==> config.mk <==
export PLATFORM = sky130hd
export DESIGN_NAME = fetch_unit
export DESIGN_NICKNAME = d
export VERILOG_FILES = /design/src/hw/core_mem_pkg.sv /design/src/hw/fetch_unit.sv
export SDC_FILE = /design/constraint.sdc
export NUM_CORES = 1
export LEC_CHECK = 0
export BUFFER_PORTS_ARGS = -buffer_cell sky130_fd_sc_hd__buf_2
export CAP_MARGIN = 10
export CORE_AREA = 2 2 127 79
export CTS_CLUSTER_DIAMETER = 50
export CTS_CLUSTER_SIZE = 28
export DETAILED_ROUTE_END_ITERATION = 12
export DIE_AREA = 0 0 129 81
export PLACE_DENSITY = 0.75
export SYNTH_ARGS = -nofsm -noshare
export SYNTH_HDL_FRONTEND = slang
export SYNTH_SLANG_ARGS = --single-unit
==> constraint.sdc <==
create_clock -name clk -period 5.8 [get_ports clk]
set_input_delay 0.87 -clock clk [delete_from_list [all_inputs] [get_ports clk]]
set_output_delay 0.87 -clock clk [all_outputs]
set_load 0.02 [all_outputs]
==> src/hw/core_mem_pkg.sv <==
// shared types for the memory front end; word-aligned fetch only, no compressed instructions
package core_mem_pkg;

    // one data, address or instruction word
    typedef logic [31:0] word_t;

    // load/store opcodes
    // loads come first, stores last, so the upper bit is not a store flag
    typedef enum logic [2:0] {
        LS_LB  = 3'd0,
        LS_LH  = 3'd1,
        LS_LW  = 3'd2,
        LS_LBU = 3'd3,
        LS_LHU = 3'd4,
        LS_SB  = 3'd5,
        LS_SH  = 3'd6,
        LS_SW  = 3'd7
    } ls_op_e;

    // fetch FSM
    // idle  : request the word at pc
    // wait  : memory data arrives, capture it
    // hold  : instruction presented to decode until accepted
    typedef enum logic [1:0] {
        FETCH_IDLE = 2'd0,
        FETCH_WAIT = 2'd1,
        FETCH_HOLD = 2'd2
    } fetch_state_e;

    // which peer owns the shared memory port
    typedef enum logic {
        OWN_FETCH = 1'b0,
        OWN_LSU   = 1'b1
    } mem_owner_e;

endpackage

==> src/hw/fetch_unit.sv <==
// branch_target must be word aligned; one instruction in flight, redirect drops any pending one
`timescale 1ns/10ps

module fetch_unit #(
    parameter core_mem_pkg::word_t RESET_PC = 32'h0000_0000
) (
    input  logic                clk,
    input  logic                arst_n,
    input  logic                fetch_en,
    input  logic                id_ready,
    input  logic                stall_if,
    input  logic                pc_src,
    input  core_mem_pkg::word_t branch_target,
    output logic                if_req,
    output core_mem_pkg::word_t if_addr,
    input  logic                if_gnt,
    input  core_mem_pkg::word_t mem_rdata,
    output core_mem_pkg::word_t inst,
    output core_mem_pkg::word_t inst_pc,
    output logic                inst_valid
);

    // tag of this peer, shown in assertion messages
    localparam core_mem_pkg::mem_owner_e OWNER = core_mem_pkg::OWN_FETCH;

    core_mem_pkg::fetch_state_e state;
    core_mem_pkg::word_t        pc;
    logic                       accept;

    // decode takes the instruction this cycle
    assign accept = inst_valid & id_ready & ~stall_if;

    assign inst_valid = (state == core_mem_pkg::FETCH_HOLD);

    // no new request on a redirect cycle, the address is about to change
    assign if_req  = (state == core_mem_pkg::FETCH_IDLE) & fetch_en & ~pc_src;
    assign if_addr = pc;

    always_ff @(posedge clk or negedge arst_n) begin
        if (!arst_n) begin
            state <= core_mem_pkg::FETCH_IDLE;
            pc    <= RESET_PC;
        end else if (pc_src) begin
            // redirect from any state, an in-flight read is ignored
            state <= core_mem_pkg::FETCH_IDLE;
            pc    <= branch_target;
        end else begin
            case (state)
                core_mem_pkg::FETCH_IDLE: begin
                    if (if_gnt) begin
                        state <= core_mem_pkg::FETCH_WAIT;
                    end
                end
                core_mem_pkg::FETCH_WAIT: begin
                    state <= core_mem_pkg::FETCH_HOLD;
                end
                core_mem_pkg::FETCH_HOLD: begin
                    if (accept) begin
                        state <= core_mem_pkg::FETCH_IDLE;
                        pc    <= pc + 32'd4;
                    end
                end
                default: begin
                    state <= core_mem_pkg::FETCH_IDLE;
                end
            endcase
        end
    end

    // memory data is valid in the cycle after the grant, which is always WAIT
    always_ff @(posedge clk) begin
        if (state == core_mem_pkg::FETCH_WAIT && !pc_src) begin
            inst    <= mem_rdata;
            inst_pc <= pc;
        end
    end

    // back-pressure keeps the presented instruction steady
    assert property (@(posedge clk) disable iff (!arst_n)
        inst_valid && !accept && !pc_src |=> inst_valid && $stable(inst) && $stable(inst_pc))
        else $error("owner %0d: held instruction changed before accept", OWNER);

    // request address must not move until the arbiter grants it
    assert property (@(posedge clk) disable iff (!arst_n)
        if_req && !if_gnt |=> $stable(if_addr))
        else $error("owner %0d: fetch address moved before grant", OWNER);

endmodule

# Word level (Yosys, flattened, before mapping)
# Index checks and enable logic that the tools add are counted.
[totals] regBits=98 in_bits=71 wordCells=29
[op_classes] add_sub_neg=1 n_eq_ne=4 reduce_logical=7 bitwise=6 n_mux=7
[op_table] operator="32-bit 2-to-1 mux" count=3
[op_table] operator="32-bit by 3-bit adder with 32-bit output, second input constant" count=1
[op_table] operator="2-bit 2-to-1 mux" count=3
[op_table] operator="2-bit one-hot mux with 3 select lines" count=1
[op_table] operator="1-bit AND" count=4
[op_table] operator="2-bit AND reduction" count=2
[op_table] operator="2-bit nonzero test" count=2
[op_table] operator="3-bit by 2-bit != test with 1-bit output, second input constant" count=1
[op_table] operator="3-bit != test, second input constant" count=1
[op_table] operator="2-bit by 1-bit == test with 1-bit output, second input constant" count=1
[op_table] operator="2-bit == test, second input constant" count=1
[op_table] operator="2-bit logical NOT" count=1
[op_table] operator="1-bit NOT" count=2
[op_table] operator="1-bit logical AND" count=1
[op_table] operator="1-bit logical NOT" count=1

# Longest topological paths before layout
[depth] word_depth=6 ltp_mapped=7 depth_no_buf=5

# Least setup slack after synthesis
# Ideal clock, no wire load.
[synth_timing] path_type="input port to flip-flop" start="in pc_src" end="reg inst[0], enable pin" slack_ns=-0.608 path_buffers=1 arrival_time_ns=5.828 setup_time_ns=0.580 cell_stages=2 path_cell_list="clkbuf_1 -> nor3b_1"
[synth_via] elab_chain_len=2
[synth_rtl] element="start: declaration" line_no="fetch_unit.sv:12" source="input logic pc_src,"
[synth_rtl] element="1-bit logical NOT" line_no="fetch_unit.sv:72" source="if (state == core_mem_pkg::FETCH_WAIT && !pc_src) begin"
[synth_rtl] element="1-bit logical AND" line_no="fetch_unit.sv:72"
[synth_rtl] element="end signal: assignment" line_no="fetch_unit.sv:73" source="inst <= mem_rdata;"
[synth_rtl] element="end: declaration" line_no="fetch_unit.sv:18" source="output core_mem_pkg::word_t inst,"
# No other way between the ends.
# A chain may end at the register's enable or synchronous reset.

# Final worst setup path
[layout_timing] start="in pc_src" end="out if_req"
[layout_via] elab_chain_len=2
[layout_rtl] element="1-bit NOT" line_no="fetch_unit.sv:36" source="assign if_req = (state == core_mem_pkg::FETCH_IDLE) & fetch_en & ~pc_src;"
[layout_rtl] element="1-bit AND" line_no="fetch_unit.sv:36"
[layout_rtl] element="end: declaration" line_no="fetch_unit.sv:14" source="output logic if_req,"
# No other way between the ends.

==> flow_summary_export.csv <==
group,metric,value,unit
clock_tree,cts_buffers,9,
detailed_routing,wl_per_cell,16.0,um
clock_tree,cts.sink_count,98,
placed_design,dp_hpwl,6710,um
timing,fmaxAchievable,368,MHz
synth,ys_ff_latch,98,
worst_setup_path,r2r_start,"state[0]$_DFFE_PN0P_",
detailed_routing,ant_nets,0,
placed_design,gp_congestion,0.836,
synth,async_flop_share,0.347,
power_and_ir_drop,power.leakage,0.00210,uW
global_route,grt_max_degree,61,
floorplan,die_h,81,um
timing,clock_skew,0.0107,ns
floorplan,initial_utilization,0.412,
timing,worstMarginPinSlew,0.931,ns
synth,synth_area,0.00391,mm^2
worst_setup_path,endpoint,"if_req",
worst_hold_path,hold_depth,0,
floorplan,rows,28,
cells_and_area,finalInstanceArea,0.00519,mm^2
detailed_routing,drc_errors,0,
detailed_routing,first_iter_violations,211,
synth,yosysUniqueCellTypes,39,
cells_and_area,fin_nets,524,
floorplan,die-area,0.0104,mm^2
global_route,grt_pass1_wl,14500,um
worst_setup_path,startpoint_type,"primary input",
cells_and_area,final_layout_size_suffix_gt1_frac,0.416,
placed_design,dpl_cell_area,0.00487,mm^2
power_and_ir_drop,p_clk_frac,0.391,
floorplan,die_w,129,um
synth,synth_nets,360,
floorplan,io_pins,169,
power_and_ir_drop,switching_share,0.248,
clock_tree,post_cts_buffers,0,
clock_tree,cts_buffer_depth,2,
timing,period_share,0.468,
cells_and_area,synthToLayoutAreaGrowth,32.7,%
clock_tree,cts_tree,"built",
clock_tree,clk_pin_slew_worst_paths,0.06,ns
global_route,grt_pass1_vias,2854,
worst_setup_path,crit_type,"primary input to output pin",
worst_setup_path,r2r_cells,4,
timing,setup_viol,0,
power_and_ir_drop,combPwrFrac,0.106,
worst_setup_path,crit_fanout,38,
synth,synth_flop_cell,"edfxtp_1",
placed_design,io_buffer_count,168,
floorplan,core-area,0.00949,mm^2
worst_setup_path,rr_endpoint,"if_addr[22]$_DFFE_PN0P_",
timing,fin_crit,2.71,ns
power_and_ir_drop,seq_power_share,0.503,
clock_tree,cts.htree.levels,3,
worst_setup_path,r2r_slack,3.38,ns
global_route,antenna_found_initial,0,
timing,maxSlewHeadroom,0.376,
synth,synth-seq-area-share,0.709,
timing,setup-tns-final,0,ns
cells_and_area,insertedDiodeCount,0,
power_and_ir_drop,power.switching,408,uW
synth,synthTopCellsByArea,"edfxtp_1, dfrtp_1, or4_1, nand2_1, a31oi_1",
power_and_ir_drop,p_int,1240,uW
worst_hold_path,hp-class,"register to register",
worst_setup_path,crit_start,"pc_src",
worst_setup_path,end_kind,"output pin",
clock_tree,root_buffer,"clkbuf_16",
detailed_routing,vias_per_cell,5.07,
timing,hold_viol,0,
clock_tree,clkLatencyLatePin,0.35,ns
synth,synth_cells,288,
outcome,status,"finished, final reports clean",
global_route,grt-ovfl-total,0,
power_and_ir_drop,peakVddDrop,0.169,mV
detailed_routing,num_vias,3002,
worst_setup_path,critical_path_arrival,1.84,ns
flow_run,drv_cap,0,
timing,rsz0062_at_grt,"no",
clock_tree,cts_hold_buffers,0,
cells_and_area,fill_cells,847,
timing,slew_violations,0,
clock_tree,cts-resized-gates,0,
global_route,grtUsageTotal,0.184,
detailed_routing,routed_wl,9500,um
worst_setup_path,critPathRequiredTime,4.93,ns
synth,synth-edff-count,64,
detailed_routing,drtPass1Iterations,4,
synth,syn_area_per_cell,13.6,um^2
power_and_ir_drop,powerDensity,317,mW/mm^2
synth,ys_warn_count,0,
synth,yosysTopAreaCell,"edfxtp_1",
synth,synth_top_area_frac,0.491,
registers in the layout (all words and copies together), names as in the netlist:
| register | flops |
|---|---|
| if_addr | 32 |
| inst | 32 |
| inst_pc | 32 |
| state | 2 |
area by class of cell:
cell class,count,area [um^2],share of cell area
flip-flops and latches,98,2770,0.534
inverters,5,18.8,0.00362
clock inverters,5,86.3,0.0166
repair buffers,169,848,0.163
clock buffers,11,233,0.0448
well taps,135,169,0.0325
multi-input cells,169,1060,0.205
critical path, cell delays in order:
cell and delay (ns):
buf_2 0.49, nor3_1 0.14, and2_1 0.18, buf_2 0.15
routing by layer:
layer,GRT usage,part of all wire,up-vias
met4,0.0565,0.0063,0
met2,0.282,0.46,112
met3,0.0540,0.069,6
met1,0.254,0.46,1451
met5,0,0,-
li1,-,-,1433
cells in the mapped netlist (2+ instances only):
| master | instances |
|---|---|
| xnor2_1 | 6 |
| nor2_1 | 15 |
| nand2_1 | 25 |
| or4_1 | 19 |
| o211ai_1 | 5 |
| and3_1 | 2 |
| nor3b_1 | 2 |
| buf_2 | 2 |
| xor2_1 | 3 |
| nand4bb_1 | 3 |
| inv_1 | 4 |
| nand3_1 | 15 |
| nor4_1 | 2 |
| mux2_2 | 2 |
| a31oi_1 | 14 |
| edfxtp_1 | 64 |
| dfrtp_1 | 34 |
| nand4_1 | 6 |
| o21ai_0 | 12 |
| o41ai_1 | 3 |
| o31ai_1 | 10 |
| clkbuf_1 | 13 |
| and2_1 | 4 |
| or3_1 | 6 |
| nor3_1 | 3 |
cell families (layout without fill, tap and decap cells):
| group | Yosys count | in the layout | synth area share |
|---|---|---|---|
| flip-flops | 98 | 98 | 0.709 |
| buffers and inverters | 21 | 190 | 0.0227 |
| AO/OA/AOI/OAI | 46 | 46 | 0.0774 |
| multiplexers | 3 | 3 | 0.00831 |
| adder cells (fa/ha/maj) | 1 | 1 | 0.00320 |
| XOR/XNOR | 9 | 9 | 0.0201 |
| AND/OR/NAND/NOR | 110 | 110 | 0.160 |
placed cells by master, fill, tap and decap left out, types with 5 or more instances in the layout:
master,synthesis,final
buf_2,2,168
edfxtp_1,64,64
dfrtp_1,34,34
nand2_1,25,25
or4_1,19,19
nand3_1,15,15
nor2_1,15,15
a31oi_1,14,14
o21ai_0,12,12
o31ai_1,10,10
clkbuf_16,0,9
nand4_1,6,6
or3_1,6,6
xnor2_1,6,6
o211ai_1,5,5
power by group through the flow:
stage          clock, uW  combinational [uW]  sequential, uW
6_report             643                 174             827
5_1_grt              682                 193             833
4_1_cts              655                 177             827
3_5_place_dp           0                 176             842
3_3_place_gp           0                 172             839
2_1_floorplan          0                56.3             876
per-stage QoR:
step | utilization | hold WS [ns] | cells | setup slack [ns] | power [uW]
global route | 0.547 | 0.505 | 592 | 2.96 | 1710
global placement | 0.513 | 0.450 | 576 | 2.86 | 1010
finish | 0.547 | 0.482 | 592 | 3.09 | 1640
floorplan | - | 0.574 | 288 | 1.70 | 932
detailed placement | 0.513 | 0.464 | 576 | 2.81 | 1020
CTS | 0.547 | 0.477 | 592 | 3.06 | 1660
worst min path at each step:
| stage | from | slack [ns] | to |
|---|---|---|---|
| 4_1_cts | if_addr[1]$_DFFE_PN0P_ | 0.48 | inst_pc[1]$_DFFE_PP_ |
| 6_report | if_addr[1]$_DFFE_PN0P_ | 0.48 | inst_pc[1]$_DFFE_PP_ |
| 3_3_place_gp | if_addr[1]$_DFFE_PN0P_ | 0.45 | inst_pc[1]$_DFFE_PP_ |
| 2_1_floorplan | arst_n | 0.57 | if_addr[0]$_DFFE_PN0P_ |
| 5_1_grt | if_addr[1]$_DFFE_PN0P_ | 0.50 | inst_pc[1]$_DFFE_PP_ |
| 3_5_place_dp | if_addr[1]$_DFFE_PN0P_ | 0.46 | inst_pc[1]$_DFFE_PP_ |
Power figures use the tool's default switching activity.
