<file path="src/hw/core_mem_pkg.sv">
// shared types for the memory front end; word-aligned fetch only, no compressed instructions
package core_mem_pkg;

    // one data, address or instruction word
    typedef logic [31:0] word_t;

    // load/store opcodes
    // loads come first, stores last, so the upper bit is not a store flag
    typedef enum logic [2:0] {
        LS_LB  = 3'd0,
        LS_LH  = 3'd1,
        LS_LW  = 3'd2,
        LS_LBU = 3'd3,
        LS_LHU = 3'd4,
        LS_SB  = 3'd5,
        LS_SH  = 3'd6,
        LS_SW  = 3'd7
    } ls_op_e;

    // fetch FSM
    // idle  : request the word at pc
    // wait  : memory data arrives, capture it
    // hold  : instruction presented to decode until accepted
    typedef enum logic [1:0] {
        FETCH_IDLE = 2'd0,
        FETCH_WAIT = 2'd1,
        FETCH_HOLD = 2'd2
    } fetch_state_e;

    // which peer owns the shared memory port
    typedef enum logic {
        OWN_FETCH = 1'b0,
        OWN_LSU   = 1'b1
    } mem_owner_e;

endpackage

</file>
<file path="src/hw/mem_arbiter.sv">
// MEM_WORDS must be a power of two, at least 2; byte addresses wrap modulo the depth
`timescale 1ns/10ps

module mem_arbiter #(
    parameter int MEM_WORDS = 1024
) (
    input  logic                         clk,
    input  logic                         arst_n,
    input  logic                         if_req,
    input  core_mem_pkg::word_t          if_addr,
    output logic                         if_gnt,
    input  logic                         ls_req,
    input  logic                         ls_we,
    input  logic [3:0]                   ls_be,
    input  core_mem_pkg::word_t          ls_addr,
    input  core_mem_pkg::word_t          ls_wdata,
    output logic                         ls_gnt,
    output logic                         mem_en,
    output logic                         mem_we,
    output logic [3:0]                   mem_be,
    output logic [$clog2(MEM_WORDS)-1:0] mem_addr,
    output core_mem_pkg::word_t          mem_wdata
);

    localparam int AW = $clog2(MEM_WORDS);

    core_mem_pkg::mem_owner_e last_owner;
    core_mem_pkg::mem_owner_e winner;
    core_mem_pkg::word_t      sel_addr;

    // on a tie the peer not granted last time wins
    always_comb begin
        if (if_req && ls_req) begin
            winner = (last_owner == core_mem_pkg::OWN_FETCH) ? core_mem_pkg::OWN_LSU
                                                              : core_mem_pkg::OWN_FETCH;
        end else if (ls_req) begin
            winner = core_mem_pkg::OWN_LSU;
        end else begin
            winner = core_mem_pkg::OWN_FETCH;
        end
    end

    assign if_gnt = if_req & (winner == core_mem_pkg::OWN_FETCH);
    assign ls_gnt = ls_req & (winner == core_mem_pkg::OWN_LSU);

    always_ff @(posedge clk or negedge arst_n) begin
        if (!arst_n) begin
            last_owner <= core_mem_pkg::OWN_LSU;
        end else if (if_gnt) begin
            last_owner <= core_mem_pkg::OWN_FETCH;
        end else if (ls_gnt) begin
            last_owner <= core_mem_pkg::OWN_LSU;
        end
    end

    // fetch is always a full-word read
    assign mem_en    = if_gnt | ls_gnt;
    assign mem_we    = ls_gnt & ls_we;
    assign mem_be    = ls_gnt ? ls_be : 4'b1111;
    assign mem_wdata = ls_wdata;
    assign sel_addr  = ls_gnt ? ls_addr : if_addr;
    assign mem_addr  = sel_addr[AW+1:2];

    assert property (@(posedge clk) disable iff (!arst_n) !(if_gnt && ls_gnt))
        else $error("both peers granted in one cycle");

endmodule

</file>
<file path="config.mk">
export PLATFORM = sky130hd
export DESIGN_NAME = mem_arbiter
export DESIGN_NICKNAME = d
export VERILOG_FILES = /design/src/hw/core_mem_pkg.sv /design/src/hw/mem_arbiter.sv
export SDC_FILE = /design/constraint.sdc
export NUM_CORES = 1
export LEC_CHECK = 0
export BUFFER_PORTS_ARGS = -buffer_cell sky130_fd_sc_hd__clkbuf_2
export CORE_AREA = 2 2 60 62
export DETAILED_ROUTE_END_ITERATION = 12
export DIE_AREA = 0 0 62 64
export PLACE_DENSITY = 0.74
export REMOVE_ABC_BUFFERS = 1
export SLEW_MARGIN = 10
export SYNTH_ARGS = -nofsm -noshare
export SYNTH_HDL_FRONTEND = slang
export SYNTH_SLANG_ARGS = --single-unit
</file>
<file path="constraint.sdc">
create_clock -name clk -period 2 [get_ports clk]
set_input_delay 0.3 -clock clk [delete_from_list [all_inputs] [get_ports clk]]
set_output_delay 0.3 -clock clk [all_outputs]
set_load 0.02 [all_outputs]
</file>
[Yosys cells after proc, flatten, opt, wreduce, memory -nomap -nowiden]
Index checks and enable logic that the tools add are counted.
W data, S select, Z words.
Storage, ports and cells
  bits in registers: 1
  input port bits: 105
  output and inout bits: 50
Cells by class
  mux-type cells: 7
  bitwise logic cells: 5
  reductions and logical operators: 2
Operators with widths (count)
  $mux W12: 1
  $mux W1: 5
  $mux W4: 1
  $and A1 B1 Y1: 3
  $reduce_bool A2 Y1: 1
  $logic_and A1 B1 Y1: 1
  $not A1 Y1: 1
  $or A1 B1 Y1: 1

[Depth between registers and ports, before layout]
Gate-level depths: netlist of the first run.
  word-level depth: 5
  depth in mapped cells: 3

[Worst setup path before layout of the first run]
Ideal clock, no wire load.
  path type: reg-to-output
  start: register last_owner
  end: output port mem_addr[2]
  arrival time: 1129 ps
  required time: 1700 ps
  setup slack: 571 ps
  stages on the path, launching flop included: 4
  buffers on the path: 1
  cells stage by stage: dfstp_2 > a21boi_4 > buf_6 > mux2_4
Between the ends
  cells in the longest elaborated chain, start to end: 4
RTL lines
  start, declared: RTL line mem_arbiter.sv:27  | core_mem_pkg::mem_owner_e last_owner;
  start signal, assigned: RTL line mem_arbiter.sv:48  | last_owner <= core_mem_pkg::OWN_LSU;
  start signal, assigned: RTL line mem_arbiter.sv:50  | last_owner <= core_mem_pkg::OWN_FETCH;
  start signal, assigned: RTL line mem_arbiter.sv:52  | last_owner <= core_mem_pkg::OWN_LSU;
  $mux W1: RTL line mem_arbiter.sv:34  | winner = (last_owner == core_mem_pkg::OWN_FETCH) ? core_mem_pkg::OWN_LSU
  $mux W1: RTL line mem_arbiter.sv:33  | if (if_req && ls_req) begin
  $and A1 B1 Y1: RTL line mem_arbiter.sv:44  | assign ls_gnt = ls_req & (winner == core_mem_pkg::OWN_LSU);
  net ls_gnt: RTL line mem_arbiter.sv:17  | output logic ls_gnt,
  $mux W12: RTL line mem_arbiter.sv:61  | assign sel_addr = ls_gnt ? ls_addr : if_addr;
  end, declared: RTL line mem_arbiter.sv:21  | output logic [$clog2(MEM_WORDS)-1:0] mem_addr,
The timed path passes the listed nets, and every way through them passes these cells.

[Worst setup path in the final report of the first run]
  start: input port if_req
  end: output port mem_addr[4]
Between the ends
  cells in the longest elaborated chain, start to end: 4
RTL lines
  start, declared: RTL line mem_arbiter.sv:9  | input logic if_req,
  $logic_and A1 B1 Y1: RTL line mem_arbiter.sv:33
  $mux W1: RTL line mem_arbiter.sv:33
  $and A1 B1 Y1: RTL line mem_arbiter.sv:44
  $mux W12: RTL line mem_arbiter.sv:61
No other way between the ends.

==> impl_metrics.csv, run 1 <==
group,metric,value,unit
run_status,status,"completed",
worst_setup_path,startpoint_type,"input port",
final_layout,reg_top3,"last_owner x1",
sta,setup_tns,0,ps
pwr,p_sw,0.0843,mW
pwr,power.density,347,mW/mm^2
sta,tightest_slew,188,ps
final_layout,largest_register_ffs,1,
floorplanning,die_h,64,um
route,drt_iter0_drc,6,
clock_tree,post_cts_buffers,0,
yosys,ys_seq_area_frac,0.0545,
grt,grt_pass1_vias,412,
pwr,pwr-share-comb,0.835,
yosys,avgSynthCellArea,8.76,um^2
yosys,synth.area.mux_share,0.265,
grt,grt_max_degree,9,
clock_tree,post_cts_resized,0,
worst_setup_path,reg2reg_setup_slack,1210,ps
sta,slew_viol_final,0,
sta,setup_viol,0,
yosys,yosys.area_share.adder,0,
yosys,yosys.area.top_type,"buf_4",
yosys,ys_types,13,
pwr,p_leak,0.297,nW
grt,antenna_found_initial,0,
sta,slew-limit-headroom,0.874,
sta,fin_skew,0,ps
final_layout,fin_cells,116,
floorplanning,rows,21,
worst_setup_path,cp.arrival,1350,ps
floorplanning,core,0.00328,mm^2
yosys,syn_area,482,um^2
floorplanning,dieWidth,62,um
final_layout,nets,177,
worst_setup_path,cp-end-kind,"primary output",
yosys,synthTopCellsByArea,"buf_4, mux2_2, mux2_4",
final_layout,area_growth,10.6,%
yosys,synth_top_area_frac,0.499,
worst_setup_path,path_class,"in -> out",
clock_tree,hold_buffers,0,
place,dp_cells,116,
floorplanning,ios,155,
pwr,max-vdd-ir-drop,0.126,mV
final_layout,num_antenna_cells,0,
final_layout,drive_gt1_frac,0.871,
yosys,synth_top_family_by_area,"buffers and inverters",
sta,fmax,0.606,GHz
yosys,synth_commonest_cells,"buf_4, mux2_2, mux2_4, nand2b_1",
clock_tree,clock_latency,0,ps
floorplanning,die_area,0.00397,mm^2
grt,groute.usage.overall,0.121,
yosys,synthArstFlopShare,1.00,
yosys,yosys.area_share.simple,0.0857,
place,port-buffer-count,46,
sta,period_share,0.825,
worst_hold_path,worstHoldPathType,"in -> async",
pwr,p_seq_frac,0.165,
final_layout,regMostFlops,"last_owner",
place,gp_congestion,0.715,
yosys,synth_edf_count,0,
yosys,netlist_instances,55,
final_layout,fillers,384,
sta,min_period,1650,ps
route,antenna_left,0,
route,firstDrtPassIters,2,
floorplanning,start_util,0.147,
pwr,internal_power,0.101,mW
route,drc,0,
grt,grt_overflow,0,
route,num_vias,445,
yosys,synth_compound_area_frac,0.0649,
route,wl,2.78,mm
pwr,p_sw_frac,0.456,
sta,rsz0062_at_grt,"false",
grt,grt_first_pass_wirelength,2.97,mm
worst_setup_path,cp.required,1700,ps
yosys,synth_most_common_cell,"buf_4",
pwr,pwr-share-clk,0,
yosys,ys.flop_type,"dfstp_2",
yosys,synth-xor-area-share,0,
yosys,yosys_warnings,0,
flow_run,cap_violations,0,
sta,hold_violations,0,
route,wire_per_inst,24.0,um
clock_tree,clkSlewWorstSetupHoldPaths,0,ps
worst_setup_path,critPathMaxFanout,8,
pwr,totalPowerFinal,0.185,mW
route,drt-vias-per-instance,3.84,
yosys,ys_ff_latch,1,
## power groups by stage
stage	Combinational (mW)	Clock [mW]	Sequential (mW)
detailed placement	0.155	0	0.0304
floorplan	0.0897	0	0.0298
global route	0.165	0	0.0306
CTS	0.155	0	0.0305
global placement	0.152	0	0.0303
finish	0.154	0	0.0305
## cell usage in the layout (no fill, tap or decap)
cell	synthesis	routed
a21boi_0	1	1
a21boi_4	1	1
a21oi_1	1	1
and2_1	1	1
buf_4	32	2
clkbuf_2	0	46
dfstp_2	1	1
inv_1	1	1
mux2_2	6	6
mux2_4	4	4
nand2b_1	4	4
nor2_1	1	1
or2_2	1	1
## area by class of cell
| class | count | area [um^2] | share of cell area |
|---|---|---|---|
| Timing Repair Buffer | 48 | 245 | 0.460 |
| Tap cell | 46 | 57.6 | 0.108 |
| Sequential cell | 1 | 26.3 | 0.0493 |
| Inverter | 1 | 3.75 | 0.00704 |
| Multi-Input combinational cell | 20 | 200 | 0.376 |
## layer usage
layer	track usage	wire (um)
met2	0.275	1580
met1	0.0437	379
met5	0	0
met3	0.0202	455
met4	0.128	360
## metrics by stage
stage,hold WS (ps),instance area [um^2],worst slack (ps),util
after floorplan,152,230,426,-
after global placement,235,533,370,0.162
after detailed placement,237,533,348,0.162
after CTS,237,533,348,0.162
after global routing,242,533,293,0.162
final,236,533,350,0.162
## cell families (layout without fill, tap and decap cells)
group	Yosys count	after routing
compound gates	3	3
flops	1	1
mux	10	10
simple gates	7	7
buf+inv	34	49
## worst paths after layout
path                       startpoint          end  depth (start not counted)
min in group clk           last_owner   last_owner                          2
setup / recovery               if_req  mem_addr[4]                          5
hold reg to reg            last_owner   last_owner                          2
hold / removal                 arst_n   last_owner                          1
max in group asynchronous      arst_n   last_owner                          1
setup reg to reg           last_owner   last_owner                          2
## critical path, cell delays in order
cell and delay (ps):
clkbuf_2 120, a21boi_4 220, buf_4 220, mux2_4 320
clkbuf_2 160
Power figures use the tool's default switching activity.
==> run 2: changes to the inputs <==
--- a/config.mk
+++ b/config.mk
@@ -5,11 +5,12 @@
 export SDC_FILE = /design/constraint.sdc
 export NUM_CORES = 1
 export LEC_CHECK = 0
+export ABC_AREA = 1
 export BUFFER_PORTS_ARGS = -buffer_cell sky130_fd_sc_hd__clkbuf_2
-export CORE_AREA = 2 2 60 62
+export CORE_AREA = 2 2 61 63
 export DETAILED_ROUTE_END_ITERATION = 12
-export DIE_AREA = 0 0 62 64
-export PLACE_DENSITY = 0.74
+export DIE_AREA = 0 0 63 65
+export PLACE_DENSITY = 0.75
 export REMOVE_ABC_BUFFERS = 1
 export SLEW_MARGIN = 10
 export SYNTH_ARGS = -nofsm -noshare
==> constraint.sdc (replaced) <==
create_clock -name clk -period 1.4 [get_ports clk]
set_input_delay 0.21 -clock clk [delete_from_list [all_inputs] [get_ports clk]]
set_output_delay 0.21 -clock clk [all_outputs]
set_load 0.02 [all_outputs]
==> run 2 against run 1 <==
  * Sequential power increased by 30%
  * Cell area increased by 2.1%
  * Total power increased by 48%
  * Clock skew unchanged
==> impl_metrics.csv, run 2 <==
group,metric,value,unit
sta,fin_skew,0,ps
sta,worst_slack,111,ps
run_status,status,"completed",
pwr,p_leak,0.366,nW
route,wire_per_inst,20.1,um
worst_setup_path,cp.required,1190,ps
sta,setup_viol,0,
route,drt-vias-per-instance,3.72,
place,gp_congestion,0.703,
clock_tree,hold_buffers,0,
yosys,ys.flop_type,"dfstp_2",
grt,grt_pass1_vias,463,
final_layout,final_common_cell,"clkbuf_2",
place,port-buffer-count,46,
sta,slew_viol_final,0,
clock_tree,post_cts_resized,0,
floorplanning,start_util,0.140,
yosys,synth_edf_count,0,
route,drt_iter0_drc,9,
worst_setup_path,path_class,"reg -> out",
clock_tree,clock_latency,0,ps
final_layout,layout_common_cells,"clkbuf_2, nand2_1, nand3_1",
clock_tree,clkSlewWorstSetupHoldPaths,0,ps
final_layout,nets,205,
worst_setup_path,cp-end-kind,"primary output",
worst_hold_path,worstHoldPathType,"in -> async",
sta,hold_violations,0,
worst_setup_path,critPathMaxFanout,8,
floorplanning,rows,22,
final_layout,largest_register_ffs,1,
place,post-place-ws,115,ps
final_layout,regMostFlops,"last_owner",
yosys,synth_commonest_cells,"buf_4, nand2_1, nand3_1, inv_1",
floorplanning,die_h,65,um
flow_run,cap_violations,0,
final_layout,fillers,424,
final_layout,stdcell_area,544,um^2
worst_setup_path,cp.arrival,1080,ps
yosys,ys_types,9,
sta,slew-limit-headroom,0.886,
floorplanning,dieWidth,63,um
final_layout,fin_cells,146,
final_layout,post-route-util,0.156,
grt,groute.usage.overall,0.132,
final_layout,num_antenna_cells,0,
grt,grt_overflow,0,
place,dp_cells,146,
route,antenna_left,0,
place,placed_cell_area,544,um^2
yosys,yosys.area.top_type,"buf_4",
final_layout,area_growth,11.0,%
floorplanning,die_area,0.00410,mm^2
yosys,syn_area,490,um^2
yosys,synth_top_area_frac,0.520,
grt,grt_max_degree,12,
pwr,power.density,501,mW/mm^2
worst_setup_path,reg2reg_setup_slack,470,ps
yosys,synth_most_common_cell,"buf_4",
yosys,ys_seq_area_frac,0.0536,
sta,min_period,1290,ps
sta,rsz0062_at_grt,"false",
yosys,netlist_instances,83,
yosys,synthTopCellsByArea,"buf_4, nand2_1, nand3_1",
route,num_vias,543,
sta,setup_tns,0,ps
place,dp_hpwl,2.81,mm
final_layout,reg_top3,"last_owner x1",
final_layout,multi_input_area,171,um^2
yosys,ys_ff_latch,1,
yosys,yosys_warnings,0,
route,firstDrtPassIters,2,
route,drc,0,
yosys,synthArstFlopShare,1.00,
route,wl,2.93,mm
floorplanning,core,0.00350,mm^2
worst_setup_path,startpoint_type,"register",
final_layout,regArea,26.3,um^2
yosys,avgSynthCellArea,5.91,um^2
final_layout,drive_gt1_frac,0.541,
grt,antenna_found_initial,0,
sta,fmax,0.776,GHz
floorplanning,ios,155,
grt,grt_first_pass_wirelength,3.67,mm
sta,period_share,0.921,
sta,tightest_slew,171,ps
clock_tree,post_cts_buffers,0,
pwr,max-vdd-ir-drop,0.0653,mV
==> run 2: area by class of cell <==
class,instances,area share
multi-input combinational,40,0.315
timing repair buffer,50,0.478
sequential,1,0.0483
inverter,7,0.0483
tap,48,0.110
==> run 2: power breakdown <==
part / leakage [nW] / internal [mW] / switching, mW
logic: 0.355 / 0.0930 / 0.140
registers: 0.0105 / 0.0368 / 0.00271
clock network: 0 / 0 / 0
total: 0.366 / 0.130 / 0.143
==> run 2: worst max-delay path, stage by stage (launching register included) <==
cell and delay (ps):
dfstp_2 510, nand2_2 50, nand2_2 70, buf_4 150, nand2_1 60, nand2_1 70
clkbuf_2 160
==> run 2: path summary, 6_finish.rpt <==
kind | startpoint | to | cells past startpoint
max in group asynchronous | arst_n | last_owner | 1
max reg2reg | last_owner | last_owner | 3
min reg2reg | last_owner | last_owner | 1
min | arst_n | last_owner | 1
max | last_owner | mem_addr[2] | 6
min in group clk | ls_wdata[6] | mem_wdata[6] | 0
==> run 2: cell families after synthesis <==
logic type,count (synthesis),share of synthesized area
AOI/OAI and AO/OA,1,0.0153
buffers and inverters,42,0.597
DFF,1,0.0536
and+or+nand+nor,39,0.334
==> run 2: through the flow <==
stage	hold WS [ps]	power (mW)
final	144	0.273
after global routing	148	0.298
after CTS	146	0.276
after detailed placement	146	0.275
after global placement	144	0.272
after floorplan	62.2	0.162
==> run 2: per-layer routing <==
layer	up-vias	GRT usage	share of wire	wire length [um]
met1	212	0.0615	0.17	494
li1	249	-	-	-
met2	74	0.287	0.58	1690
met4	0	0.0778	0.065	191
met5	-	0.0139	0	0
met3	8	0.0955	0.19	559
