[src/hw/core_mem_pkg.sv]
// shared types for the memory front end; word-aligned fetch only, no compressed instructions
package core_mem_pkg;

    // one data, address or instruction word
    typedef logic [31:0] word_t;

    // load/store opcodes
    // loads come first, stores last, so the upper bit is not a store flag
    typedef enum logic [2:0] {
        LS_LB  = 3'd0,
        LS_LH  = 3'd1,
        LS_LW  = 3'd2,
        LS_LBU = 3'd3,
        LS_LHU = 3'd4,
        LS_SB  = 3'd5,
        LS_SH  = 3'd6,
        LS_SW  = 3'd7
    } ls_op_e;

    // fetch FSM
    // idle  : request the word at pc
    // wait  : memory data arrives, capture it
    // hold  : instruction presented to decode until accepted
    typedef enum logic [1:0] {
        FETCH_IDLE = 2'd0,
        FETCH_WAIT = 2'd1,
        FETCH_HOLD = 2'd2
    } fetch_state_e;

    // which peer owns the shared memory port
    typedef enum logic {
        OWN_FETCH = 1'b0,
        OWN_LSU   = 1'b1
    } mem_owner_e;

endpackage

[src/hw/load_store_port.sv]
// one access at a time; misaligned halves and words are flagged and never reach memory
`timescale 1ns/10ps

module load_store_port (
    input  logic                 clk,
    input  logic                 arst_n,
    input  logic                 ls_start,
    input  core_mem_pkg::ls_op_e ls_op,
    input  core_mem_pkg::word_t  ls_addr,
    input  core_mem_pkg::word_t  ls_wdata,
    output logic                 ls_busy,
    output logic                 ls_done,
    output logic                 ls_err,
    output core_mem_pkg::word_t  ls_rdata,
    output core_mem_pkg::word_t  mem_addr_req,
    output logic                 mem_we_req,
    output logic [3:0]           mem_be_req,
    output core_mem_pkg::word_t  mem_wdata_req,
    output logic                 ls_req,
    input  logic                 ls_gnt,
    input  core_mem_pkg::word_t  mem_rdata
);

    localparam core_mem_pkg::mem_owner_e OWNER = core_mem_pkg::OWN_LSU;

    core_mem_pkg::ls_op_e op_q;
    core_mem_pkg::word_t  addr_q;
    core_mem_pkg::word_t  wdata_q;
    core_mem_pkg::word_t  lane;
    logic [1:0]           off_q;
    logic                 take;
    logic                 bad_align;

    function automatic logic misaligned(input core_mem_pkg::ls_op_e op, input logic [1:0] off);
        logic bad;
        case (op)
            core_mem_pkg::LS_LH, core_mem_pkg::LS_LHU, core_mem_pkg::LS_SH: bad = off[0];
            core_mem_pkg::LS_LW, core_mem_pkg::LS_SW: bad = |off;
            default: bad = 1'b0;
        endcase
        return bad;
    endfunction

    assign take      = ls_start & ~ls_busy;
    assign bad_align = misaligned(ls_op, ls_addr[1:0]);
    assign off_q     = addr_q[1:0];

    // control, busy spans strobe+1 through the done cycle
    always_ff @(posedge clk or negedge arst_n) begin
        if (!arst_n) begin
            ls_busy <= 1'b0;
            ls_req  <= 1'b0;
            ls_done <= 1'b0;
            ls_err  <= 1'b0;
        end else begin
            ls_done <= ls_gnt | (take & bad_align);
            ls_err  <= take & bad_align;
            if (take) begin
                ls_busy <= 1'b1;
                ls_req  <= ~bad_align;
            end else begin
                if (ls_done) begin
                    ls_busy <= 1'b0;
                end
                if (ls_gnt) begin
                    ls_req <= 1'b0;
                end
            end
        end
    end

    always_ff @(posedge clk) begin
        if (take) begin
            op_q    <= ls_op;
            addr_q  <= ls_addr;
            wdata_q <= ls_wdata;
        end
    end

    // request fields come from the registered access, so they hold until grant
    assign mem_addr_req  = {addr_q[31:2], 2'b00};
    assign mem_we_req    = op_q inside {core_mem_pkg::LS_SB, core_mem_pkg::LS_SH,
                                        core_mem_pkg::LS_SW};
    assign mem_wdata_req = wdata_q << {off_q, 3'b000};

    always_comb begin
        case (op_q)
            core_mem_pkg::LS_LB, core_mem_pkg::LS_LBU, core_mem_pkg::LS_SB:
                mem_be_req = 4'b0001 << off_q;
            core_mem_pkg::LS_LH, core_mem_pkg::LS_LHU, core_mem_pkg::LS_SH:
                mem_be_req = 4'b0011 << off_q;
            default:
                mem_be_req = 4'b1111;
        endcase
    end

    // load data, addressed lane moved down then extended
    assign lane = mem_rdata >> {off_q, 3'b000};

    always_comb begin
        case (op_q)
            core_mem_pkg::LS_LB:  ls_rdata = {{24{lane[7]}}, lane[7:0]};
            core_mem_pkg::LS_LBU: ls_rdata = {24'h000000, lane[7:0]};
            core_mem_pkg::LS_LH:  ls_rdata = {{16{lane[15]}}, lane[15:0]};
            core_mem_pkg::LS_LHU: ls_rdata = {16'h0000, lane[15:0]};
            core_mem_pkg::LS_LW:  ls_rdata = lane;
            default:              ls_rdata = '0;
        endcase
    end

    assert property (@(posedge clk) disable iff (!arst_n) !(ls_start && ls_busy))
        else $error("owner %0d: load/store strobe while busy", OWNER);

endmodule

[config.mk]
export PLATFORM = sky130hd
export DESIGN_NAME = load_store_port
export DESIGN_NICKNAME = d
export VERILOG_FILES = /design/src/hw/core_mem_pkg.sv /design/src/hw/load_store_port.sv
export SDC_FILE = /design/constraint.sdc
export NUM_CORES = 1
export LEC_CHECK = 0
export BUFFER_PORTS_ARGS = -buffer_cell sky130_fd_sc_hd__buf_2
export CAP_MARGIN = 20
export CORE_ASPECT_RATIO = 0.5
export CORE_UTILIZATION = 46
export DETAILED_ROUTE_END_ITERATION = 6
export GPL_TIMING_DRIVEN = 0
export PLACE_DENSITY = 0.9
export SYNTH_ARGS = -nofsm -noshare
export SYNTH_HDL_FRONTEND = slang
export SYNTH_SLANG_ARGS = --single-unit
[constraint.sdc]
create_clock -name clk -period 3 [get_ports clk]
set_clock_uncertainty 0.05 [all_clocks]
set_input_delay 0.75 -clock clk [delete_from_list [all_inputs] [get_ports clk]]
set_output_delay 0.75 -clock clk [all_outputs]
set_load 0.03 [all_outputs]
---- Yosys cells after proc, flatten, opt, wreduce, memory -nomap -nowiden ----
Cells that the tools add are included.
word-level totals
  register bits ........................... 71
  latch bits .............................. 0
  bits in writable memories ............... 0
  bits in read-only memories .............. 0
  bits of input ports ..................... 103
  output and inout port bits .............. 105
  logic and storage cells ................. 44
  memories ................................ 0
operators by class
  add/sub/neg operators ................... 0
  multipliers ............................. 0
  divide/modulo/power cells ............... 0
  order comparisons ....................... 0
  equality and inequality tests ........... 12
  shifts and indexed selects .............. 4
  mux-type cells .......................... 7
  bitwise gates (word level) .............. 5
  reduce and logical (&&, ||, !) cells .... 9
operators with widths
  cell                 count
  $pmux 32 s5          1
  $shl 32x5->32        1
  $shr 32x5->32        1
  $eq 3x3->1 const B   7
  $eq 3x2->1 const B   3
  $reduce_or 3->1      3
  $pmux 4 s2           1
  $eq 3x1->1 const B   2
  $mux 1               4
  $reduce_bool 2->1    2
  $reduce_or 2->1      2
  $shl 1x2->4 const A  1
  $shl 2x2->4 const A  1
  $logic_not 3->1      1
  $reduce_bool 3->1    1
  $and 1x1->1          2
  $not 1->1            2
  $pmux 1 s2           1
  $or 1x1->1           1

---- Longest topological paths before layout ----
Gate-level depths: netlist of run 1.
  word-level depth ........................ 5
  gate-level depth with buffers ........... 6
  gate-level depth less buffers ........... 4

---- Worst setup path before layout of run 1 ----
OpenSTA, ideal clock, no wires.
  path kind ............................... input to register
  start point ............................. input port ls_start
  end point ............................... register addr_q[0], enable pin
  library setup time ...................... 0.422 ns
  data arrival time ....................... 2.150 ns
  data required time ...................... 2.528 ns
  slack ................................... 0.378 ns
  cell stages on the path ................. 2
  buffers on the path ..................... 0
  cells stage by stage .................... nand2b_1 -> inv_1
on the way
  word-level cells in the longest chain between the ends .. 1
RTL lines
  item                    RTL line               source
  start: declaration      load_store_port.sv:7   input logic ls_start,
  $and 1x1->1             load_store_port.sv:44  assign take = ls_start & ~ls_busy;
  named net take          load_store_port.sv:31  logic take;
  end signal: assignment  load_store_port.sv:75  addr_q <= ls_addr;
  end: declaration        load_store_port.sv:27  core_mem_pkg::word_t addr_q;
The timed path passes the listed nets, and every way through them passes these cells.
A chain may end at the register's enable or synchronous reset.

---- Final worst setup path of run 1 ----
  start point ............................. register addr_q[1]
  end point ............................... output port mem_wdata_req[25]
on the way
  word-level cells in the longest chain between the ends .. 1
RTL lines
  item              RTL line               source
  $shl 32x5->32     load_store_port.sv:84  assign mem_wdata_req = wdata_q << {off_q, 3'b000};
  end: declaration  load_store_port.sv:18  output core_mem_pkg::word_t mem_wdata_req,
No other way between the ends.

==> results of run 1 <==
## worst min path at each step
stage	from	to	slack, ns	cells after the start
CTS	arst_n	ls_busy	0.17	1
finish	arst_n	ls_busy	0.18	1
floorplan	arst_n	ls_busy	0.40	0
detailed placement	ls_done	ls_busy	0.43	1
global placement	ls_done	ls_busy	0.38	1
global route	arst_n	ls_err	0.18	1
## power groups by stage
stage / combinational (W) / sequential, W / clock (W)
finish: 0.000869 / 0.00122 / 0.00108
global route: 0.000921 / 0.00122 / 0.00113
CTS: 0.000869 / 0.00122 / 0.00110
detailed placement: 0.000866 / 0.00123 / 0
global placement: 0.000843 / 0.00124 / 0
floorplan: 0.000576 / 0.00124 / 0
## registers in the layout, indices dropped and copies added, names as in the netlist
register  flops
addr_q       32
ls_busy       1
ls_done       1
ls_err        1
ls_req        1
op_q          3
wdata_q      32
## logic make-up (layout without fill, tap and decap cells)
family	after synthesis	after routing	synth area share
mux	40	40	0.110
flops	71	71	0.538
compound gates	79	79	0.136
buf+inv	62	284	0.109
xor+xnor	2	2	0.00446
simple gates	75	75	0.101
other cells	1	2	0.000955
## cell usage after synthesis, types with 7 or more instances
cell type | instances | area [µm²]
nand2_1 | 17 | 63.8
mux2_2 | 16 | 180
nor2b_1 | 12 | 75.1
nor2_1 | 17 | 63.8
a21oi_1 | 11 | 55.1
o21ai_1 | 8 | 40.0
o211ai_1 | 18 | 135
a22oi_1 | 7 | 52.6
mux2i_1 | 23 | 230
buf_2 | 7 | 35.0
o21ai_0 | 12 | 60.1
and2_1 | 10 | 62.6
buf_4 | 37 | 278
a211oi_1 | 15 | 113
nand3_1 | 8 | 40.0
edfxtp_1 | 67 | 2010
## cell type report
type	instances	area [µm²]	area share
Buffer	57	409	0.0754
Clock buffer	11	233	0.0429
Clock inverter	5	72.6	0.0134
Inverter	5	18.8	0.00346
Multi-Input combinational cell	198	1390	0.257
Sequential cell	71	2110	0.389
Tap cell	112	140	0.0258
Timing Repair Buffer	206	1050	0.193
## stage by stage
stage,worst slack [ns],cells,area [µm²]
detailed placement,0.199,649,5110
finish,0.102,665,5420
CTS,0.0740,665,5420
global route,0.0225,665,5420
floorplan,0.378,331,3930
global placement,-0.195,648,5090
## layout by cell type (no fill, tap or decap), drive strengths merged, types with 4 or more instances in the layout
cell type,count
buf,256
a21oi,12
inv,4
nor2,17
mux2,16
and2,10
mux2i,23
nand2,18
nor2b,12
dfrtp,4
o21ai,20
clkbuf,18
clkinv,4
a211oi,15
edfxtp,67
a22oi,7
o211ai,18
nand3,8
## layer usage
| metal | part of all wire | up-vias | wire length, µm |
|---|---|---|---|
| met3 | 0.065 | 18 | 704 |
| met4 | 0.017 | 0 | 182 |
| met1 | 0.39 | 1648 | 4240 |
| li1 | - | 1626 | - |
| met2 | 0.53 | 186 | 5740 |
| met5 | 0 | - | 0 |
==> run_results.csv, run 1 <==
group,metric,value,unit
synth,yosysUniqueCellTypes,41,
setup_path,cpLargestDelayFamily,"buffers and inverters",
setup_path,cp.buffers_inverters,3,
timing,slew_headroom,0.604,
power,comb_power_share,0.274,
power,power.density,584,nW/µm²
setup_path,crit_start,"addr_q[1]",
layout,nFillCells,627,
route,num_vias,3478,
power,ir_drop,0.000434,V
setup_path,cp_slowest_cell,"edfxtp_1",
synth,syn_inst,330,
cts,clk_latency,0.32,ns
synth,synth-seq-area-share,0.538,
setup_path,reg2reg_depth,3,
floorplanning,num_rows,23,
placement,dp_hpwl,7.93,mm
setup_path,crit_type,"flip-flop to output port",
power,leakagePower,2.48,nW
setup_path,reg2reg_from,"ls_busy",
cts,cts_tree,"built",
setup_path,worstPathCellList,"buf_2 -> clkbuf_1 -> a211oi_1 -> a21oi_1 -> buf_2",
setup_path,startpoint_type,"flip-flop",
power,finalPower,0.00317,W
synth,synth-async-reset-ratio,0.0563,
route,wire_per_inst,16.3,µm
global_routing,grtUsageMet2,0.457,
floorplanning,coreArea,8140,µm²
cts,clk_path_buf_depth,2,
global_routing,grt_max_degree,44,
power,seq_power_share,0.384,
power,p_int,0.00221,W
global_routing,grt_pass1_wl,16.1,mm
cts,cts_resized,1,
global_routing,grt_usage,0.236,
global_routing,grt-ovfl-total,0,
floorplanning,initial_utilization,0.482,
synth,synth_seq_cells,71,
hold_path,min_path_type,"input pin to async pin",
power,p_switching,0.000961,W
floorplanning,die_w,133,µm
route,dr.pass1.iters,5,
timing,hold_viol_final,0,
global_routing,grt_pass1_vias,3287,
timing,tns,0,ns
setup_path,cpPeakStageDelay,0.48,ns
setup_path,worstPathMaxFanout,10,
job,maxCapViolations,0,
run_status,outcome,"finished, final reports clean",
floorplanning,pin_count,208,
timing,rsz0062_at_grt,"false",
setup_path,arrival,2.10,ns
global_routing,antenna_found_initial,0,
setup_path,reg2reg_setup_slack,1.27,ns
synth,synth-edff-count,67,
cts,clock_sinks,71,
layout,antennaDiodeCount,0,
power,p_clk_frac,0.342,
timing,period_share,0.966,
global_routing,met3_usage,0.0480,
cts,cts_buffers,9,
floorplanning,die_height,67.3,µm
cts,ctsRootBufferMaster,"clkbuf_16",
setup_path,path_common_cell,"buf_2",
power,swShare,0.303,
global_routing,grt-busiest-layer,"met2",
synth,synth_ff_type,"edfxtp_1",
timing,period_needed,2.90,ns
synth,avgSynthCellArea,11.9,µm²
timing,drv_slew,0,
timing,fin_hold_ws,0.180,ns
route,routed_wl,10.9,mm
placement,io_buffers,205,
timing,fmax,345,MHz
route,drc,0,
setup_path,r2r_end,"wdata_q[22]",
route,drtAntennaViolNets,0,
timing,worst_pin_slew,0.594,ns
route,routed_via_density,5.23,
floorplanning,die-area,8930,µm²
synth,yosysWarnings,0,
placement,place_congestion,0.857,
cts,cts_htree_levels,3,
layout,finish.utilization,0.666,
setup_path,crit_end,"mem_wdata_req[25]",
cts,hold_buffers,0,
setup_path,worst_ep_required_time,2.20,ns
layout,nets,651,
global_routing,use_met1,0.263,
setup_path,cp-end-kind,"output port",
layout,synthToLayoutAreaGrowth,38.2,%
cts,clk_pin_slew,0.05,ns
setup_path,critical_path_depth,5,
cts,cts_setup_buffers,0,
layout,layout-drive-gt1-share,0.533,
synth,synthesis.area,3930,µm²
timing,setup_viol,0,
route,dr.first_iter.drc_count,207,
Power figures use the tool's default switching activity.
==> inputs of run 2 (changes only) <==
--- a/config.mk
+++ b/config.mk
@@ -8,10 +8,12 @@
 export BUFFER_PORTS_ARGS = -buffer_cell sky130_fd_sc_hd__buf_2
 export CAP_MARGIN = 20
 export CORE_ASPECT_RATIO = 0.5
-export CORE_UTILIZATION = 46
+export CORE_MARGIN = 5
+export CORE_UTILIZATION = 45
 export DETAILED_ROUTE_END_ITERATION = 6
 export GPL_TIMING_DRIVEN = 0
-export PLACE_DENSITY = 0.9
+export MAX_ROUTING_LAYER = met4
+export PLACE_DENSITY = 0.88
 export SYNTH_ARGS = -nofsm -noshare
 export SYNTH_HDL_FRONTEND = slang
 export SYNTH_SLANG_ARGS = --single-unit
==> run 2 against run 1 <==
Net effect: critical path depth is 1 higher; final cell count increased by 1.4%; combinational power up 0.5%; die area increased by 21%; via count decreased by 0.72%; wire length grew 7.1%; flip-flop and latch count unchanged; clock power is essentially flat; setup slack improved by 0.040 ns; design area increased by 0.69%; largest cell class unchanged.
==> run_results.csv, run 2 (synthesized netlist as in run 1, its figures left out) <==
group,metric,value,unit
run_status,outcome,"finished, final reports clean",
route,wire_per_inst,17.3,µm
layout,top_regs,"addr_q (32), wdata_q (32), op_q (3)",
setup_path,cp.buffers_inverters,3,
floorplanning,coreArea,8590,µm²
floorplanning,die_height,76.0,µm
power,swShare,0.305,
setup_path,startpoint_type,"flip-flop",
floorplanning,num_rows,24,
setup_path,r2r_end,"addr_q[17]",
placement,dp_slack,0.217,ns
setup_path,cpPeakStageDelay,0.41,ns
hold_path,min_path_type,"input pin to async pin",
route,drc,0,
power,p_switching,0.000972,W
setup_path,reg2reg_from,"ls_busy",
timing,period_share,0.953,
setup_path,worstPathCellList,"buf_2 -> nor4b_4 -> clkbuf_4 -> nand3_1 -> o211ai_1 -> buf_2",
route,routed_via_density,5.12,
global_routing,antenna_found_initial,2,
cts,ctsRootBufferMaster,"clkbuf_16",
power,p_int,0.00221,W
global_routing,grt_pass1_vias,3620,
timing,period_needed,2.86,ns
floorplanning,die-area,10800,µm²
power,seq_power_share,0.382,
layout,layout-drive-gt1-share,0.541,
cts,clock_sinks,71,
route,drtAntennaViolNets,0,
layout,final_cell_mix,"buf_2 (211), edfxtp_1 (67), buf_4 (39)",
timing,hold_viol_final,0,
setup_path,crit_type,"flip-flop to output port",
layout,mostFrequentLayoutCell,"buf_2",
placement,place_congestion,0.887,
timing,worst_pin_slew,0.540,ns
setup_path,reg2reg_setup_slack,1.32,ns
setup_path,worst_ep_required_time,2.20,ns
setup_path,worstPathMaxFanout,10,
floorplanning,die_w,142,µm
cts,clk_path_buf_depth,2,
global_routing,grt_usage,0.212,
setup_path,arrival,2.06,ns
job,maxCapViolations,0,
timing,rsz0062_at_grt,"false",
timing,setup_viol,0,
floorplanning,initial_utilization,0.457,
global_routing,grt-ovfl-total,0,
power,p_clk_frac,0.344,
setup_path,cpLargestDelayFamily,"buffers and inverters",
route,dr.first_iter.drc_count,181,
cts,cts_htree_levels,3,
route,routed_wl,11.6,mm
cts,clk_latency,0.32,ns
global_routing,grt_max_degree,49,
power,leakagePower,2.49,nW
layout,finish.utilization,0.636,
setup_path,reg2reg_depth,3,
timing,drv_slew,0,
route,num_vias,3453,
power,finalPower,0.00318,W
power,comb_power_share,0.274,
layout,nets,653,
timing,fmax,350,MHz
layout,synthToLayoutAreaGrowth,39.1,%
setup_path,cp_slowest_cell,"nor4b_4",
timing,slew_headroom,0.640,
placement,dp_hpwl,8.77,mm
placement,io_buffers,205,
setup_path,cp-end-kind,"output port",
global_routing,grt_pass1_wl,17.7,mm
power,ir_drop,0.000395,V
timing,tns,0,ns
cts,cts_buffers,9,
cts,clk_pin_slew,0.06,ns
floorplanning,pin_count,208,
setup_path,path_common_cell,"buf_2",
route,dr.pass1.iters,6,
cts,hold_buffers,0,
timing,setup_ws,0.142,ns
cts,cts_tree,"built",
power,power.density,583,nW/µm²
-- run 2: cell count changes in the layout (fill, tap and decap cells not counted), sizes merged --
cell      delta
buf          +1
clkinv       -1
clkinvlp     +2
diode        +2
-- run 2: power by group through the flow --
stage	Sequential (W)	Combinational (W)	Clock, W
after floorplan	0.00124	0.000576	0
after global placement	0.00124	0.000845	0
after detailed placement	0.00124	0.000866	0
after CTS	0.00122	0.000870	0.00111
after global routing	0.00122	0.000927	0.00117
final	0.00122	0.000873	0.00110
-- run 2: worst register-to-register path, cell delays in order (launching register included) --
cell	delay, ns
dfrtp_1	0.39
nand2b_1	0.19
inv_2	0.38
buf_12	0.32
-- run 2: worst max-delay path by stage --
stage | from | endpoint | slack, ns | depth (start not counted)
3_3_place_gp | ls_start | addr_q[10] | -0.16 | 3
5_1_grt | op_q[2] | ls_rdata[29] | 0.004 | 6
3_5_place_dp | mem_rdata[31] | ls_rdata[31] | 0.22 | 6
6_report | op_q[2] | ls_rdata[29] | 0.14 | 6
4_1_cts | addr_q[1] | ls_rdata[1] | 0.06 | 5
2_1_floorplan | ls_start | addr_q[0] | 0.38 | 2
-- run 2: what timing repair did --
action / CTS / global route
endpoints found under the setup margin: 2 / 4
setup buffers: 0 / 2
gates resized for setup: 1 / 3
pin swaps: 0 / 1
-- run 2: per-stage QoR --
stage | cell area (µm²) | instances | hold slack (ns)
after global routing | 5460 | 674 | 0.156
after detailed placement | 5120 | 654 | 0.425
after global placement | 5100 | 653 | 0.380
after floorplan | 3930 | 331 | 0.404
after CTS | 5440 | 670 | 0.157
final | 5460 | 674 | 0.167
-- run 2: cell type report --
class | instances | area, µm²
Antenna cell | 2 | 5.00
Multi-Input combinational cell | 198 | 1390
Tap cell | 117 | 146
Fill cell | 668 | 3130
Clock buffer | 10 | 229
Sequential cell | 71 | 2110
Timing Repair Buffer | 208 | 1060
Buffer | 57 | 412
Inverter | 5 | 18.8
Clock inverter | 6 | 85.1
-- run 2: per-layer routing --
| metal | track usage | vias up | share of wire |
|---|---|---|---|
| li1 | - | 1632 | - |
| met1 | 0.216 | 1617 | 0.36 |
| met2 | 0.389 | 169 | 0.53 |
| met3 | 0.0508 | 35 | 0.083 |
| met4 | 0.0910 | 0 | 0.030 |
| met5 | - | - | 0 |
